**config.mk**
```make
export PLATFORM = sky130hd
export DESIGN_NAME = rpDrive
export DESIGN_NICKNAME = d
export VERILOG_FILES = /design/src/common/rpPkg.sv /design/src/rtl/rpHostPort.sv /design/src/drive/rpDriveCtrl.sv /design/src/drive/rpAddrRegs.sv /design/src/drive/rpErr1.sv /design/src/rtl/rpDrive.sv
export SDC_FILE = /design/constraint.sdc
export NUM_CORES = 1
export LEC_CHECK = 0
export ABC_AREA = 1
export BUFFER_PORTS_ARGS = -buffer_cell sky130_fd_sc_hd__buf_2
export CAP_MARGIN = 10
export CORE_UTILIZATION = 35
export CTS_CLUSTER_SIZE = 24
export DETAILED_ROUTE_END_ITERATION = 8
export GPL_TIMING_DRIVEN = 1
export PLACE_DENSITY = 0.63
export SYNTH_ARGS = -nofsm -noshare
export SYNTH_HDL_FRONTEND = slang
export SYNTH_HIERARCHICAL = 1
export SYNTH_SLANG_ARGS = --single-unit
```
**constraint.sdc**
```tcl
create_clock -name clk -period 4.2 [get_ports clk]
set_input_delay 0.42 -clock clk [delete_from_list [all_inputs] [get_ports clk]]
set_output_delay 0.42 -clock clk [all_outputs]
set_load 0.01 [all_outputs]
```
**src/common/rpPkg.sv**
```systemverilog
`default_nettype none

package rpPkg;

   ////////////////////////////////////////////////////////////
   // Drive geometry
   ////////////////////////////////////////////////////////////

   localparam int sectorW = 6;
   localparam int trackW = 6;
   localparam int cylW = 10;

   // Highest valid address of each field
   localparam logic [sectorW-1:0] lastSector = 6'd21;
   localparam logic [trackW-1:0] lastTrack = 6'd18;
   localparam logic [cylW-1:0] lastCyl = 10'd814;

   // Busy time, counted in clocks with dry low
   localparam int busyCntW = 6;
   localparam logic [busyCntW-1:0] sectorCycles = 6'd40;
   localparam logic [busyCntW-1:0] seekCycles = 6'd8;

   // Controller states
   localparam logic [1:0] stIdle = 2'd0;
   localparam logic [1:0] stBusy = 2'd1;
   localparam logic [1:0] stFinish = 2'd2;

   ////////////////////////////////////////////////////////////
   // Register map and function codes
   ////////////////////////////////////////////////////////////

   localparam logic [2:0] regCs1 = 3'd0;
   localparam logic [2:0] regDs = 3'd1;
   localparam logic [2:0] regEr1 = 3'd2;
   localparam logic [2:0] regDa = 3'd5;
   localparam logic [2:0] regDc = 3'd6;

   // Function field of CS1, GO bit excluded
   localparam logic [4:0] funNop = 5'o00;
   localparam logic [4:0] funSeek = 5'o02;
   localparam logic [4:0] funClear = 5'o04;
   localparam logic [4:0] funWrite = 5'o30;
   localparam logic [4:0] funRead = 5'o34;

   // ER1 bits set by drive events
   localparam int er1Ilf = 0;
   localparam int er1Ilr = 1;
   localparam int er1Rmr = 2;
   localparam int er1Aoe = 9;
   localparam int er1Iae = 10;
   localparam int er1Wle = 11;

   // DS bits
   localparam int dsDry = 7;
   localparam int dsWrl = 11;
   localparam int dsErr = 14;

   // One host word, seen as CS1 or as DA
   typedef union packed {
      struct packed {
         logic [9:0] unused;
         logic [4:0] fun;
         logic       go;
      } cs1;
      struct packed {
         logic [1:0]         unused;
         logic [trackW-1:0]  track;
         logic [1:0]         gap;
         logic [sectorW-1:0] sector;
      } da;
   } rpWord;

endpackage

`default_nettype wire

```
**src/rtl/rpHostPort.sv**
```systemverilog
`timescale 1ns/100ps
`default_nettype none

module rpHostPort
(
   input  wire               clk,
   input  wire               rst,
   input  wire               hostValid,
   output logic              hostReady,
   input  wire               hostWrite,
   input  wire  [2:0]        hostAddr,
   input  wire  rpPkg::rpWord hostWdata,
   output logic              hostRvalid,
   output logic [15:0]       hostRdata,
   input  wire               dry,
   input  wire  [15:0]       ds,
   input  wire  [15:0]       er1,
   input  wire  [15:0]       da,
   input  wire  [rpPkg::cylW-1:0] dcCyl,
   output logic              cs1Wr,
   output logic              daWr,
   output logic              dcWr,
   output logic              er1Wr,
   output logic [15:0]       wdata,
   output logic              rmrSet,
   output logic              ilrSet,
   output logic [4:0]        funCode
);

   import rpPkg::*;

   logic        rspPending;
   logic        accept;
   logic        wrAcc;
   logic        regWritable;
   logic [15:0] rdNext;
   rpWord       cs1Rd;

   ////////////////////////////////////////////////////////////
   // Request handshake
   ////////////////////////////////////////////////////////////

   // No new request while a read response is out
   assign hostReady = !rspPending;
   assign accept = hostValid & hostReady;
   assign wrAcc = accept & hostWrite;

   // Host-writable drive registers
   assign regWritable = (hostAddr == regCs1) || (hostAddr == regDa) ||
                        (hostAddr == regDc) || (hostAddr == regEr1);

   // Strobes only while the drive is ready
   assign cs1Wr = wrAcc & dry & (hostAddr == regCs1);
   assign daWr = wrAcc & dry & (hostAddr == regDa);
   assign dcWr = wrAcc & dry & (hostAddr == regDc);
   assign er1Wr = wrAcc & dry & (hostAddr == regEr1);

   // Busy drive refuses the write
   assign rmrSet = wrAcc & !dry & regWritable;
   // DS or a hole in the map
   assign ilrSet = wrAcc & !regWritable;

   assign wdata = hostWdata;
   assign funCode = hostWdata.cs1.fun;

   ////////////////////////////////////////////////////////////
   // Read data
   ////////////////////////////////////////////////////////////

   always_comb
   begin
      // GO reads back as set while a function runs
      cs1Rd = '0;
      cs1Rd.cs1.go = !dry;
      case (hostAddr)
         regCs1: rdNext = cs1Rd;
         regDs: rdNext = ds;
         regEr1: rdNext = er1;
         regDa: rdNext = da;
         regDc: rdNext = {{(16 - cylW){1'b0}}, dcCyl};
         default: rdNext = '0;
      endcase
   end

   always_ff @(posedge clk or posedge rst)
   begin
      if (rst)
         rspPending <= 1'b0;
      else
         rspPending <= accept & !hostWrite;
   end

   // Response word, one cycle after the read is taken
   always_ff @(posedge clk)
   begin
      if (accept && !hostWrite)
         hostRdata <= rdNext;
   end

   assign hostRvalid = rspPending;

   // Drive goes busy only through a CS1 write passed on here
   aBusyAfterCs1: assert property (@(posedge clk) disable iff (rst)
      $fell(dry) |-> $past(cs1Wr));

endmodule

`default_nettype wire

```
**src/drive/rpDriveCtrl.sv**
```systemverilog
`timescale 1ns/100ps
`default_nettype none

module rpDriveCtrl
(
   input  wire                    clk,
   input  wire                    rst,
   input  wire                    cs1Wr,
   input  wire  [4:0]             funCode,
   input  wire                    go,
   input  wire                    writeLock,
   input  wire  [15:0]            da,
   input  wire  [rpPkg::cylW-1:0] dcCyl,
   input  wire                    er1Any,
   output logic                   dry,
   output logic [15:0]            ds,
   output logic                   ilfSet,
   output logic                   iaeSet,
   output logic                   wleSet,
   output logic                   driveClr,
   output logic                   incSector
);

   import rpPkg::*;

   logic [1:0]          state;
   logic [busyCntW-1:0] busyCnt;
   logic                xferOp;
   logic                start;
   logic                isSeek;
   logic                isXfer;
   logic                funLegal;
   logic                addrOk;
   logic                wrLocked;
   logic                runOp;
   rpWord               daView;

   ////////////////////////////////////////////////////////////
   // Function decode and checks
   ////////////////////////////////////////////////////////////

   assign daView = da;

   // GO bit of a CS1 write starts the function
   assign start = cs1Wr & go;

   assign isSeek = (funCode == funSeek);
   assign isXfer = (funCode == funRead) || (funCode == funWrite);
   assign funLegal = (funCode == funNop) || (funCode == funClear) || isSeek || isXfer;

   // Address against geometry
   assign addrOk = (daView.da.sector <= lastSector) && (daView.da.track <= lastTrack) &&
                   (dcCyl <= lastCyl);
   assign wrLocked = (funCode == funWrite) & writeLock;

   // Error pulses in the GO cycle, ER1 takes them on the next edge
   assign ilfSet = start & !funLegal;
   assign driveClr = start & (funCode == funClear);
   assign iaeSet = start & (isSeek | isXfer) & !addrOk;
   assign wleSet = start & addrOk & wrLocked;

   assign runOp = start & (isSeek | isXfer) & addrOk & !wrLocked;

   ////////////////////////////////////////////////////////////
   // State machine
   ////////////////////////////////////////////////////////////

   always_ff @(posedge clk or posedge rst)
   begin
      if (rst)
      begin
         state <= stIdle;
         busyCnt <= '0;
         xferOp <= 1'b0;
      end
      else
      begin
         case (state)
            stIdle:
            begin
               if (runOp)
               begin
                  // Busy plus finish make up the full time
                  state <= stBusy;
                  busyCnt <= (isSeek ? seekCycles : sectorCycles) - busyCntW'(2);
                  xferOp <= isXfer;
               end
            end
            stBusy:
            begin
               if (busyCnt == '0)
                  state <= stFinish;
               else
                  busyCnt <= busyCnt - 1'b1;
            end
            default:
               state <= stIdle;
         endcase
      end
   end

   assign dry = (state == stIdle);
   // One sector moved, step the address
   assign incSector = (state == stFinish) & xferOp;

   always_comb
   begin
      ds = '0;
      ds[dsDry] = dry;
      ds[dsWrl] = writeLock;
      ds[dsErr] = er1Any;
   end

   // Step exactly one sector time after its GO
   aIncAfterSector: assert property (@(posedge clk) disable iff (rst)
      incSector |-> $past(start, sectorCycles));

endmodule

`default_nettype wire

```
**src/drive/rpAddrRegs.sv**
```systemverilog
`timescale 1ns/100ps
`default_nettype none

module rpAddrRegs
(
   input  wire                    clk,
   input  wire                    rst,
   input  wire                    daWr,
   input  wire                    dcWr,
   input  wire  [15:0]            wdata,
   input  wire                    incSector,
   output logic [15:0]            da,
   output logic [rpPkg::cylW-1:0] dcCyl,
   output logic                   aoeSet
);

   import rpPkg::*;

   logic [sectorW-1:0] sector;
   logic [trackW-1:0]  track;
   logic               sectorLast;
   logic               trackLast;
   logic               cylLast;
   rpWord              wrView;
   rpWord              daView;

   assign wrView = wdata;

   assign sectorLast = (sector == lastSector);
   assign trackLast = (track == lastTrack);
   assign cylLast = (dcCyl == lastCyl);

   // Stepping past the last block of the pack
   assign aoeSet = incSector & sectorLast & trackLast & cylLast;

   always_ff @(posedge clk or posedge rst)
   begin
      if (rst)
      begin
         sector <= '0;
         track <= '0;
         dcCyl <= '0;
      end
      else if (incSector)
      begin
         // Sector, then track, then cylinder
         if (!sectorLast)
            sector <= sector + 1'b1;
         else
         begin
            sector <= '0;
            if (!trackLast)
               track <= track + 1'b1;
            else
            begin
               track <= '0;
               dcCyl <= cylLast ? '0 : dcCyl + 1'b1;
            end
         end
      end
      else
      begin
         if (daWr)
         begin
            sector <= wrView.da.sector;
            track <= wrView.da.track;
         end
         if (dcWr)
            dcCyl <= wdata[cylW-1:0];
      end
   end

   // Unused DA bits read as zero
   always_comb
   begin
      daView = '0;
      daView.da.sector = sector;
      daView.da.track = track;
   end

   assign da = daView;

endmodule

`default_nettype wire

```
**src/drive/rpErr1.sv**
```systemverilog
`timescale 1ns/100ps
`default_nettype none

module rpErr1
(
   input  wire         clk,
   input  wire         rst,
   input  wire         driveClr,
   input  wire         er1Wr,
   input  wire  [15:0] wdata,
   input  wire         ilfSet,
   input  wire         ilrSet,
   input  wire         rmrSet,
   input  wire         aoeSet,
   input  wire         iaeSet,
   input  wire         wleSet,
   output logic [15:0] er1,
   output logic        er1Any
);

   import rpPkg::*;

   logic [15:0] evt;

   ////////////////////////////////////////////////////////////
   // Event pulses mapped onto ER1 bits
   ////////////////////////////////////////////////////////////

   always_comb
   begin
      evt = '0;
      // Bad function code
      evt[er1Ilf] = ilfSet;
      // Write to DS or an unused address
      evt[er1Ilr] = ilrSet;
      // Write refused, drive busy
      evt[er1Rmr] = rmrSet;
      // Ran off the end of the pack
      evt[er1Aoe] = aoeSet;
      // Start with a bad disk address
      evt[er1Iae] = iaeSet;
      // Write with the pack locked
      evt[er1Wle] = wleSet;
   end

   ////////////////////////////////////////////////////////////
   // Sticky register
   ////////////////////////////////////////////////////////////

   always_ff @(posedge clk or posedge rst)
   begin
      if (rst)
         er1 <= '0;
      else if (driveClr)
         er1 <= '0;
      else if (er1Wr)
         er1 <= wdata;
      else
         er1 <= er1 | evt;
   end

   // Feeds the ERR bit of DS
   assign er1Any = |er1;

   // Clear comes from a CS1 write, so it cannot meet an ER1 write
   aClrVsWrite: assert property (@(posedge clk) disable iff (rst)
      !(driveClr && er1Wr));

endmodule

`default_nettype wire

```
**src/rtl/rpDrive.sv**
```systemverilog
`timescale 1ns/100ps
`default_nettype none

module rpDrive
(
   input  wire               clk,
   input  wire               rst,
   input  wire               writeLock,
   input  wire               hostValid,
   output logic              hostReady,
   input  wire               hostWrite,
   input  wire  [2:0]        hostAddr,
   input  wire  rpPkg::rpWord hostWdata,
   output logic              hostRvalid,
   output logic [15:0]       hostRdata
);

   import rpPkg::*;

   logic              cs1Wr;
   logic              daWr;
   logic              dcWr;
   logic              er1Wr;
   logic [15:0]       wdata;
   logic              rmrSet;
   logic              ilrSet;
   logic [4:0]        funCode;
   logic              dry;
   logic [15:0]       ds;
   logic [15:0]       er1;
   logic              er1Any;
   logic [15:0]       da;
   logic [cylW-1:0]   dcCyl;
   logic              ilfSet;
   logic              iaeSet;
   logic              wleSet;
   logic              aoeSet;
   logic              driveClr;
   logic              incSector;
   rpWord             cs1View;

   // GO bit of the written word
   assign cs1View = wdata;

   ////////////////////////////////////////////////////////////
   // Host port, controller and registers
   ////////////////////////////////////////////////////////////

   rpHostPort uHost (
      .clk(clk), .rst(rst), .hostValid(hostValid), .hostReady(hostReady),
      .hostWrite(hostWrite), .hostAddr(hostAddr), .hostWdata(hostWdata),
      .hostRvalid(hostRvalid), .hostRdata(hostRdata), .dry(dry), .ds(ds),
      .er1(er1), .da(da), .dcCyl(dcCyl), .cs1Wr(cs1Wr), .daWr(daWr),
      .dcWr(dcWr), .er1Wr(er1Wr), .wdata(wdata), .rmrSet(rmrSet),
      .ilrSet(ilrSet), .funCode(funCode));

   rpDriveCtrl uCtrl (
      .clk(clk), .rst(rst), .cs1Wr(cs1Wr), .funCode(funCode), .go(cs1View.cs1.go),
      .writeLock(writeLock), .da(da), .dcCyl(dcCyl), .er1Any(er1Any), .dry(dry),
      .ds(ds), .ilfSet(ilfSet), .iaeSet(iaeSet), .wleSet(wleSet),
      .driveClr(driveClr), .incSector(incSector));

   rpAddrRegs uAddr (
      .clk(clk), .rst(rst), .daWr(daWr), .dcWr(dcWr), .wdata(wdata),
      .incSector(incSector), .da(da), .dcCyl(dcCyl), .aoeSet(aoeSet));

   rpErr1 uErr1 (
      .clk(clk), .rst(rst), .driveClr(driveClr), .er1Wr(er1Wr), .wdata(wdata),
      .ilfSet(ilfSet), .ilrSet(ilrSet), .rmrSet(rmrSet), .aoeSet(aoeSet),
      .iaeSet(iaeSet), .wleSet(wleSet), .er1(er1), .er1Any(er1Any));

endmodule

`default_nettype wire

```
==> results of run 1 <==
[worst paths after layout]
path,from,endpoint,slack [ns],depth (start not counted)
worst min register to register,uCtrl/xferOp,uCtrl/xferOp,0.49,2
worst max-delay path,uCtrl/state[1],uErr1/er1[9],1.92,6
worst max register to register,uCtrl/state[1],uErr1/er1[9],1.92,6
worst min-delay path,hostWdata[14],uErr1/er1[14],0.33,3
min in group asynchronous,rst,uHost/hostRvalid,0.51,3
max in group asynchronous,rst,uAddr/sector[1],2.75,3
[power groups by stage]
stage          Clock, uW  Combinational [uW]  Sequential [uW]
3_5_place_dp           0                 803             1120
6_report             703                 806             1110
4_1_cts              722                 806             1110
5_1_grt              752                 938             1140
2_1_floorplan          0                 686             1020
3_3_place_gp           0                 782             1120
[sequential cells by signal (all words and copies together) (netlist names)]
signal and count:
uAddr/dcCyl 10, uCtrl/state 2, uHost/hostRvalid 1, uCtrl/xferOp 1, uCtrl/busyCnt 6, uAddr/sector 6
uErr1/er1 16, uAddr/track 6, uHost/hostRdata 16
[cell families (layout without fill, tap and decap cells)]
kind of cell             after synthesis  in the layout  share of synthesized area
buffers and inverters                134            140                      0.156
adder cells (fa/ha/maj)                8              8                     0.0219
flip-flops                            64             64                      0.369
AO/OA/AOI/OAI                         47             47                     0.0540
AND/OR/NAND/NOR                      385            385                      0.384
XOR/XNOR                               7              7                     0.0134
other                                  2             17                    0.00165
[worst max-delay path: stages, from the launching register on]
cell     delay, ns
dfrtp_1       0.43
nor2_2        0.29
nand2_1       0.17
nor3_2        0.84
nor2_4        0.22
o21ai_0       0.15
nand2_1       0.06
[layer usage]
metal | vias to the layer above | global-route usage | routed length (um)
met1 | 1800 | 0.253 | 5310
met5 | - | 0 | 0
met4 | 0 | 0.0829 | 245
met3 | 21 | 0.0353 | 555
li1 | 2024 | - | -
met2 | 90 | 0.259 | 4790
[through the flow]
stage / cells / utilization / total power [uW] / area (um2)
after global placement: 823 / 0.367 / 1900 / 4650
after detailed placement: 823 / 0.367 / 1920 / 4650
after floorplan: 662 / - / 1710 / 4620
after CTS: 840 / 0.390 / 2640 / 4940
after global routing: 840 / 0.390 / 2830 / 4940
final: 840 / 0.390 / 2620 / 4940
[area by class of cell]
| class | count | area [um2] | share of cell area |
|---|---|---|---|
| multi-input combinational | 464 | 2230 | 0.451 |
| sequential | 64 | 1680 | 0.340 |
| inverter | 80 | 300 | 0.0608 |
| clock buffer | 11 | 253 | 0.0512 |
| timing repair buffer | 44 | 230 | 0.0466 |
| tap | 172 | 215 | 0.0436 |
| clock inverter | 5 | 30.0 | 0.00608 |
[cell usage after synthesis, types with 2 or more instances]
| master | count |
|---|---|
| nand2_1 | 206 |
| inv_1 | 70 |
| nor2_1 | 65 |
| nand3_1 | 56 |
| dfrtp_1 | 48 |
| buf_4 | 45 |
| o21ai_0 | 25 |
| edfxtp_1 | 16 |
| a21oi_1 | 14 |
| nand4_1 | 14 |
| inv_2 | 9 |
| nand2_2 | 9 |
| ha_1 | 8 |
| nor2_2 | 7 |
| nor2_4 | 7 |
| nor3_1 | 5 |
| buf_2 | 4 |
| nand3_2 | 4 |
| nand3b_1 | 4 |
| xor2_1 | 4 |
| a31oi_1 | 3 |
| buf_6 | 3 |
| nand2_4 | 3 |
| xnor2_1 | 3 |
| conb_1 | 2 |
| o21ai_1 | 2 |
| o21bai_1 | 2 |
[cells in the final DEF (no fill, tap or decap), types with 4 or more instances in the layout]
master	n
xor2_1	4
conb_1	17
edfxtp_1	16
ha_1	8
dfrtp_1	48
nor2_1	65
nor2_4	7
nand3_1	56
clkbuf_16	9
nand2_1	206
inv_2	9
nor2_2	7
nor3_1	4
nand3b_1	4
buf_2	41
a21oi_1	14
o21ai_0	25
nand3_2	4
nand2_2	9
inv_1	70
nand4_1	14
[timing repair]
item,4_1_cts,5_1_grt
endpoints found under the hold margin,1,0
setup endpoints to repair,0,0
hold buffers,1,0
==> metrics.txt, run 1 <==
status=complete, no violations; CP arrival=2.51 ns; Post-synth top flop=dfrtp_1; TNS Setup=0 ns; crit path kind=flop to flop; Final min period=between 2 and 2.5 ns; num rows=around 40; largest net degree at the start of global routing=23; Initial Util=0.360; n_diodes=0; cell taking the most area after synthesis=dfrtp_1; post-synthesis sequential area ratio=0.369; Chip Height=~120 um; Max Fanout on Critical Path=17; count of final setup violators=0; EDFF count, synth=16; slew of the pin with the lowest slew margin=between 1 and 1.5 ns; Hold WS=between 0.3 and 0.4 ns; Gate power share=0.307; ranking of synthesized cells by area=dfrtp_1, nand2_1, edfxtp_1, buf_4, nand3_1; CTS tree=built; CP endpoint kind=flop; Max-slew headroom=0.274; switching part of the total=0.401; DRC violations left=0; Worst Path Required=about 4.4 ns; Die X=around 120 um; number of fill cells=about 1.3k; Max Cap Viol=0; Int Pwr=between 1500 and 2000 uW; share of post-route cells with drive strength above 1=0.153; pwr/cell area=approximately 530 mW/mm2; post-CTS setup buffers=0; max-slew violations=0; Routed Antenna Nets=0; Switch Pwr=1050 uW; FF+latch count, synth=64; Root Buffer=clkbuf_16; post-synthesis cell type count=36; I/O Pins=between 40 and 50; Final Hold Fails=0; antenna violations before repair=0; ratio of final minimum period to clock period=0.544; I/O Buffers=a little over 40; leakage power=0.00253 uW; Clock Sinks=64; max frequency=0.438 GHz; post-synth top area share=0.263; post-cts resize count=0; first-pass GRT wire length=between 15000 and 20000 um; CP startpoint kind=flop; number of global-route vias before repair=between 3k and 4k; Mapped Cells=between 600 and 700; Detailed Route Iter0 Violations=a little over 300; sequential power share=0.424; pre-CTS WS=between 1.5 and 2 ns; asr flop ratio synth=0.750; YS warnings=6; vias per inst=approximately 4.7; Die ar.=roughly 0.013 mm2; clock slew at reported path FFs=roughly 0.060 ns; hpwl dp=a little over 8000 um; final net count=695; Vias=roughly 4k; fin worst setup slack=roughly 1.9 ns; Clk Latency, worst-skew pair=between 0.3 and 0.4 ns; wire length after detailed routing=about 11000 um; Min-Delay Path Class=input port to flop; clock share of power=0.268; wire per inst=13.0 um; Tot GR Track Use=0.178; Max Clock Skew=around 0.0053 ns; Post-Syn Area=between 0.004 and 0.005 mm2; Area Overhead vs Synth=8.31%; Max VDD drop=0.208 mV; CTS H-tree lvls=3; DRT Pass-1 Iters=5; core area=0.0127 mm2; total CTS buffers=9; Post-Syn Area per Cell=approximately 7.0 um2; Max clock buf depth=2; RD Place Congestion=approximately 0.9; RSZ-0062 raised after global routing=no; grt ovf=0
Power figures use the tool's default switching activity.
==> run 2, diff against run 1 <==
- ABC_AREA: 1 -> 0
- PLACE_DENSITY: 0.63 -> 0.65
- clock period: 4.2 -> 2.1 ns (I/O delays scaled with it)
==> run 2 against run 1 <==
Cell area increased by 1.6%. Critical endpoint is now uAddr/dcCyl[1]. Clock-buffer cell count is 1 lower. Clock power is 110% higher. Largest cell class unchanged. Critical path type unchanged.
==> metrics.txt, run 2 <==
status=complete, no violations; Min-Delay Path Class=input port to flop; Post-Syn Area per Cell=9.86 um2; n_diodes=0; CP startpoint kind=flop; Int Pwr=roughly 2900 uW; Max Fanout on Critical Path=5; fin worst setup slack=0.101 ns; crit path kind=flop to flop; EDFF count, synth=16; Clock Sinks=64; Critical-path top delay cell=dfrtp_1; Final Hold Fails=0; count leader, synth=dfrtp_1; critical path's top delay family=simple AND/OR/NAND/NOR gates; CP endpoint kind=flop; synth cell count leaders=dfrtp_1, buf_4, nand2_1; cell taking the most area after synthesis=dfrtp_1; asr flop ratio synth=0.750; Max Clock Skew=between 0.006 and 0.007 ns; Switch Pwr=between 1000 and 1500 uW; number of global-route vias before repair=approximately 3.5k; biggest regs=uErr1/er1 (16), uHost/hostRdata (16), uAddr/dcCyl (10); final net count=around 520; Initial Util=0.360; post-synthesis cell type count=75; share of post-route cells with drive strength above 1=0.292; CTS H-tree lvls=3; antenna violations before repair=0; number of fill cells=around 1.2k; max frequency=about 0.5 GHz; Die ar.=approximately 0.013 mm2; count of final setup violators=0; Post-Syn Area=between 0.004 and 0.005 mm2; CTS tree=built; Clk Latency, worst-skew pair=between 0.3 and 0.4 ns; Max-slew headroom=0.586; I/O Pins=42; Post-synth top flop=dfrtp_1; Max clock buf depth=2; Worst Path Required=~2.3 ns; wire per inst=17.8 um; CP cell instances=inv_1 -> ha_1 -> and4bb_1 -> nand4_1 -> buf_4 -> buf_4 -> a22o_1 -> o22a_1; leakage power=0.00209 uW; Critical Path Max Stage Delay=between 0.4 and 0.5 ns; hpwl dp=8690 um; post-route core utilization=0.416; Die X=113 um; RD Place Congestion=between 0.9 and 1; post-synth top area share=0.276; switching part of the total=0.320; Max Cap Viol=0; slew of the pin with the lowest slew margin=just over 0.6 ns; Area Overhead vs Synth=15.4%; sequential power share=0.395; ranking of synthesized cells by area=dfrtp_1, edfxtp_1, buf_4, mux2i_1, nor3_2; Final min period=approximately 2 ns; most used cell, CP=buf_4; post-synthesis sequential area ratio=0.387; Tot GR Track Use=0.191; Chip Height=113 um; Root Buffer=clkbuf_16; clock slew at reported path FFs=approximately 0.06 ns; Mapped Cells=441; Detailed Route Iter0 Violations=434; commonest non-fill, non-tap cell in the layout=dfrtp_1; Max VDD drop=0.355 mV; Post-Layout Cell Count=~660; largest net degree at the start of global routing=27; YS warnings=6; DRC violations left=0; max-slew violations=0; Total Power=around 4200 uW; DRT Pass-1 Iters=6; Buf/Inv on CP=3; Routed Antenna Nets=0; Hold WS=about 0.11 ns; clock share of power=0.351; vias per inst=approximately 5.6; placed cell count=approximately 640; num rows=40; Vias=around 3.7k; CP arrival=2.23 ns; first-pass GRT wire length=18800 um; wire length after detailed routing=around 12000 um; most frequent cells in the layout=dfrtp_1, buf_2, buf_4; Gate power share=0.254; pre-CTS WS=0.0867 ns; core area=roughly 0.012 mm2; grt ovf=0; I/O Buffers=a little over 40; total CTS buffers=9; FF+latch count, synth=64; pwr/cell area=around 840 mW/mm2; ratio of final minimum period to clock period=0.952
==> run 2: per-stage QoR <==
stage | TNS (ns) | cell area (um2)
CTS | 0 | 4980
global placement | 0 | 4680
floorplan | 0 | 4410
finish | 0 | 5020
global route | -0.0153 | 5020
detailed placement | 0 | 4680
==> run 2: metal layers <==
layer,routed length [um],global-route usage,part of all wire,up-vias
met3,824,0.0319,0.071,31
met1,5230,0.266,0.45,1767
met4,321,0.0816,0.027,0
met2,5310,0.295,0.45,189
li1,-,-,-,1679
met5,0,0,0,-
==> run 2: worst register-to-register path, delay by kind of cell (launching register included) <==
kind	cells	cell delay [ns]
AO/OA/AOI/OAI	2	0.36
adder cells (fa/ha/maj)	1	0.13
buffers and inverters	3	0.46
flip-flops	1	0.43
AND/OR/NAND/NOR	2	0.51
==> run 2: path summary, 6_finish.rpt <==
path	slack (ns)	start	to	cells past startpoint
max in group asynchronous	1.16	rst	uErr1/er1[5]	3
min in group asynchronous	0.29	rst	uHost/hostRvalid	3
setup reg to reg	0.10	uAddr/sector[1]	uAddr/dcCyl[1]	8
hold / removal	0.11	hostWdata[14]	uErr1/er1[14]	3
setup / recovery	0.10	uAddr/sector[1]	uAddr/dcCyl[1]	8
hold reg to reg	0.51	uCtrl/busyCnt[0]	uCtrl/busyCnt[0]	1
==> run 2: cells by family (layout without fill, tap and decap cells) <==
group           Yosys count  after routing  synth area share
simple gates            150            150             0.200
compound gates          111            111             0.213
buf+inv                  81            115             0.117
flops                    64             64             0.387
mux                      23             23            0.0541
fa+ha+maj                 8              8            0.0230
other cells               2             17           0.00173
xor+xnor                  2              2           0.00403
==> run 2: what timing repair did <==
| item | in CTS | in global routing |
|---|---|---|
| setup endpoints to repair | 0 | 11 |
| hold buffers | 1 | 0 |
| resized for setup | 0 | 6 |
| hold endpoints to repair | 40 | 0 |
| buffers inserted | 0 | 2 |
==> run 2: final cells by class <==
type                       instances  area [um2]  share of cell area
inverter                          18        67.6              0.0135
multi-input combinational        311        2240               0.446
tap                              168         210              0.0419
clock buffer                      10         239              0.0476
timing repair buffer              81         520               0.104
clock inverter                     6        58.8              0.0117
sequential                        64        1680               0.335
==> run 2: power groups by stage <==
stage               Combinational [uW]  Sequential [uW]  Clock [uW]
finish                            1080             1670        1490
global route                      1180             1700        1560
CTS                               1060             1670        1510
detailed placement                1050             1690           0
global placement                  1030             1680           0
floorplan                          758             1670           0
==> run 3, diff against run 2 <==
- CORE_UTILIZATION: 35 -> 45
- PLACE_DENSITY: 0.65 -> 0.77
==> run 3 against run 2 <==
Non-clock buffer count fell by 1. Register-to-register slack got worse by 0.05 ns. Sequential share of layout area rose by 0.69 points.
==> metrics.txt, run 3 (synthesis results as in run 2) <==
Root Buffer=clkbuf_8; commonest non-fill, non-tap cell in the layout=dfrtp_1; Max VDD drop=~0.37 mV; ratio of final minimum period to clock period=0.978; Switch Pwr=around 1300 uW; Max-slew headroom=0.534; pwr/cell area=roughly 830 mW/mm2; Area Overhead vs Synth=13.2%; status=complete, no violations; max-slew violations=0; total length of routed met3 wires=between 900 and 1000 um; DRC violations left=0; RD Place Congestion=roughly 0.95; Initial Util=0.468; Detailed Route Iter0 Violations=262; number of global-route vias before repair=~3.6k; FF-to-FF setup slack=about 0.047 ns; Clk Latency, worst-skew pair=between 0.3 and 0.4 ns; clock slew at reported path FFs=about 0.08 ns; sequential power share=0.411; first-pass GRT wire length=about 18000 um; CP endpoint kind=flop; vias per inst=a little under 6; CTS H-tree lvls=3; Max Cap Viol=0; Min-Delay Path Class=input port to flop; placed cell count=~600; CP startpoint kind=flop; wire per inst=~19 um; I/O Buffers=between 40 and 50; hpwl dp=8520 um; Max clock buf depth=2; max frequency=between 0.4 and 0.5 GHz; CTS tree=built; Worst Path Required=between 2 and 2.5 ns; total CTS buffers=9; post-route core utilization=0.530; clock share of power=0.321; Clock Sinks=64; Gate power share=0.268; TNS Setup=0 ns; share of post-route cells with drive strength above 1=0.297; Die ar.=between 0.01 and 0.015 mm2; Int Pwr=around 2700 uW; grt ovf=0; n_diodes=0; DRT Pass-1 Iters=5; Max Fanout on Critical Path=6; leakage power=between 0.002 and 0.0025 uW; CP arrival=2.28 ns; Final min period=~2 ns; antenna violations before repair=0; Metal-1 WL=between 4000 and 5000 um; num rows=35; Vias=3687; slew of the pin with the lowest slew margin=about 0.7 ns; largest net degree at the start of global routing=30; most frequent cells in the layout=dfrtp_1, buf_2, buf_4; Routed Antenna Nets=0; Die X=between 100 and 150 um; Chip Height=100 um; I/O Pins=42; Final Hold Fails=0; crit path kind=flop to flop; biggest regs=uErr1/er1 (16), uHost/hostRdata (16), uAddr/dcCyl (10); switching part of the total=0.327; Post-Layout Cell Count=around 620; Top Metal Used=met4; Tot GR Track Use=0.241; core area=0.00928 mm2; count of final setup violators=0; metal2 WL=5450 um; Max Clock Skew=0.00704 ns; wire length after detailed routing=11700 um; final net count=slightly above 500
-- run 3: power by group through the flow --
stage	registers [uW]	logic, uW	clock network [uW]
after floorplan	1670	758	0
after global placement	1680	1020	0
after detailed placement	1690	1060	0
after CTS	1660	1070	1330
after global routing	1700	1190	1370
final	1670	1090	1310
-- run 3: cell type report --
cell class                 count  area, um2
clock buffer                   9        124
clock inverter                 7        119
tap                          129        161
multi-input combinational    311       2250
timing repair buffer          80        513
sequential                    64       1680
fill                         850       4360
inverter                      18       67.6
-- run 3: worst paths after layout --
check / from / cells after the start / to
worst max-delay path: uAddr/sector[1] / 6 / uAddr/dcCyl[2]
worst min-delay path: hostWdata[14] / 3 / uErr1/er1[14]
worst max register to register: uAddr/sector[1] / 6 / uAddr/dcCyl[2]
worst min register to register: uCtrl/busyCnt[0] / 1 / uCtrl/busyCnt[0]
max in group asynchronous: rst / 3 / uErr1/er1[4]
min in group asynchronous: rst / 3 / uHost/hostRvalid
-- run 3: worst max-delay path, cell delays in order (launching register included) --
cell and delay [ns]:
dfrtp_1 0.44, inv_1 0.10, ha_1 0.14, and4bb_1 0.31, nand4_1 0.24, and2_2 0.33
a221o_1 0.38
-- run 3: per-stage QoR --
step                hold slack [ns]  cell area, um2  setup slack (ns)  power, uW
floorplan                   -0.0613            4410            0.0799       2430
global placement             0.0849            4620             0.135       2700
detailed placement           0.0912            4620            0.0705       2750
CTS                           0.108            4870            0.0546       4060
global route                  0.131            4920          -0.00738       4270
finish                        0.108            4920            0.0466       4070
-- run 3: timing repair --
action | in CTS | in global routing
gates resized for setup | 0 | 8
hold buffers | 1 | 0
endpoints found under the hold margin | 38 | 0
setup endpoints to repair | 0 | 6
setup buffers | 0 | 2
-- run 3: routing by layer --
| layer | GRT usage | vias up |
|---|---|---|
| met5 | 0 | - |
| met4 | 0.100 | 0 |
| met3 | 0.0529 | 31 |
| met2 | 0.394 | 199 |
| met1 | 0.309 | 1773 |
| li1 | - | 1684 |
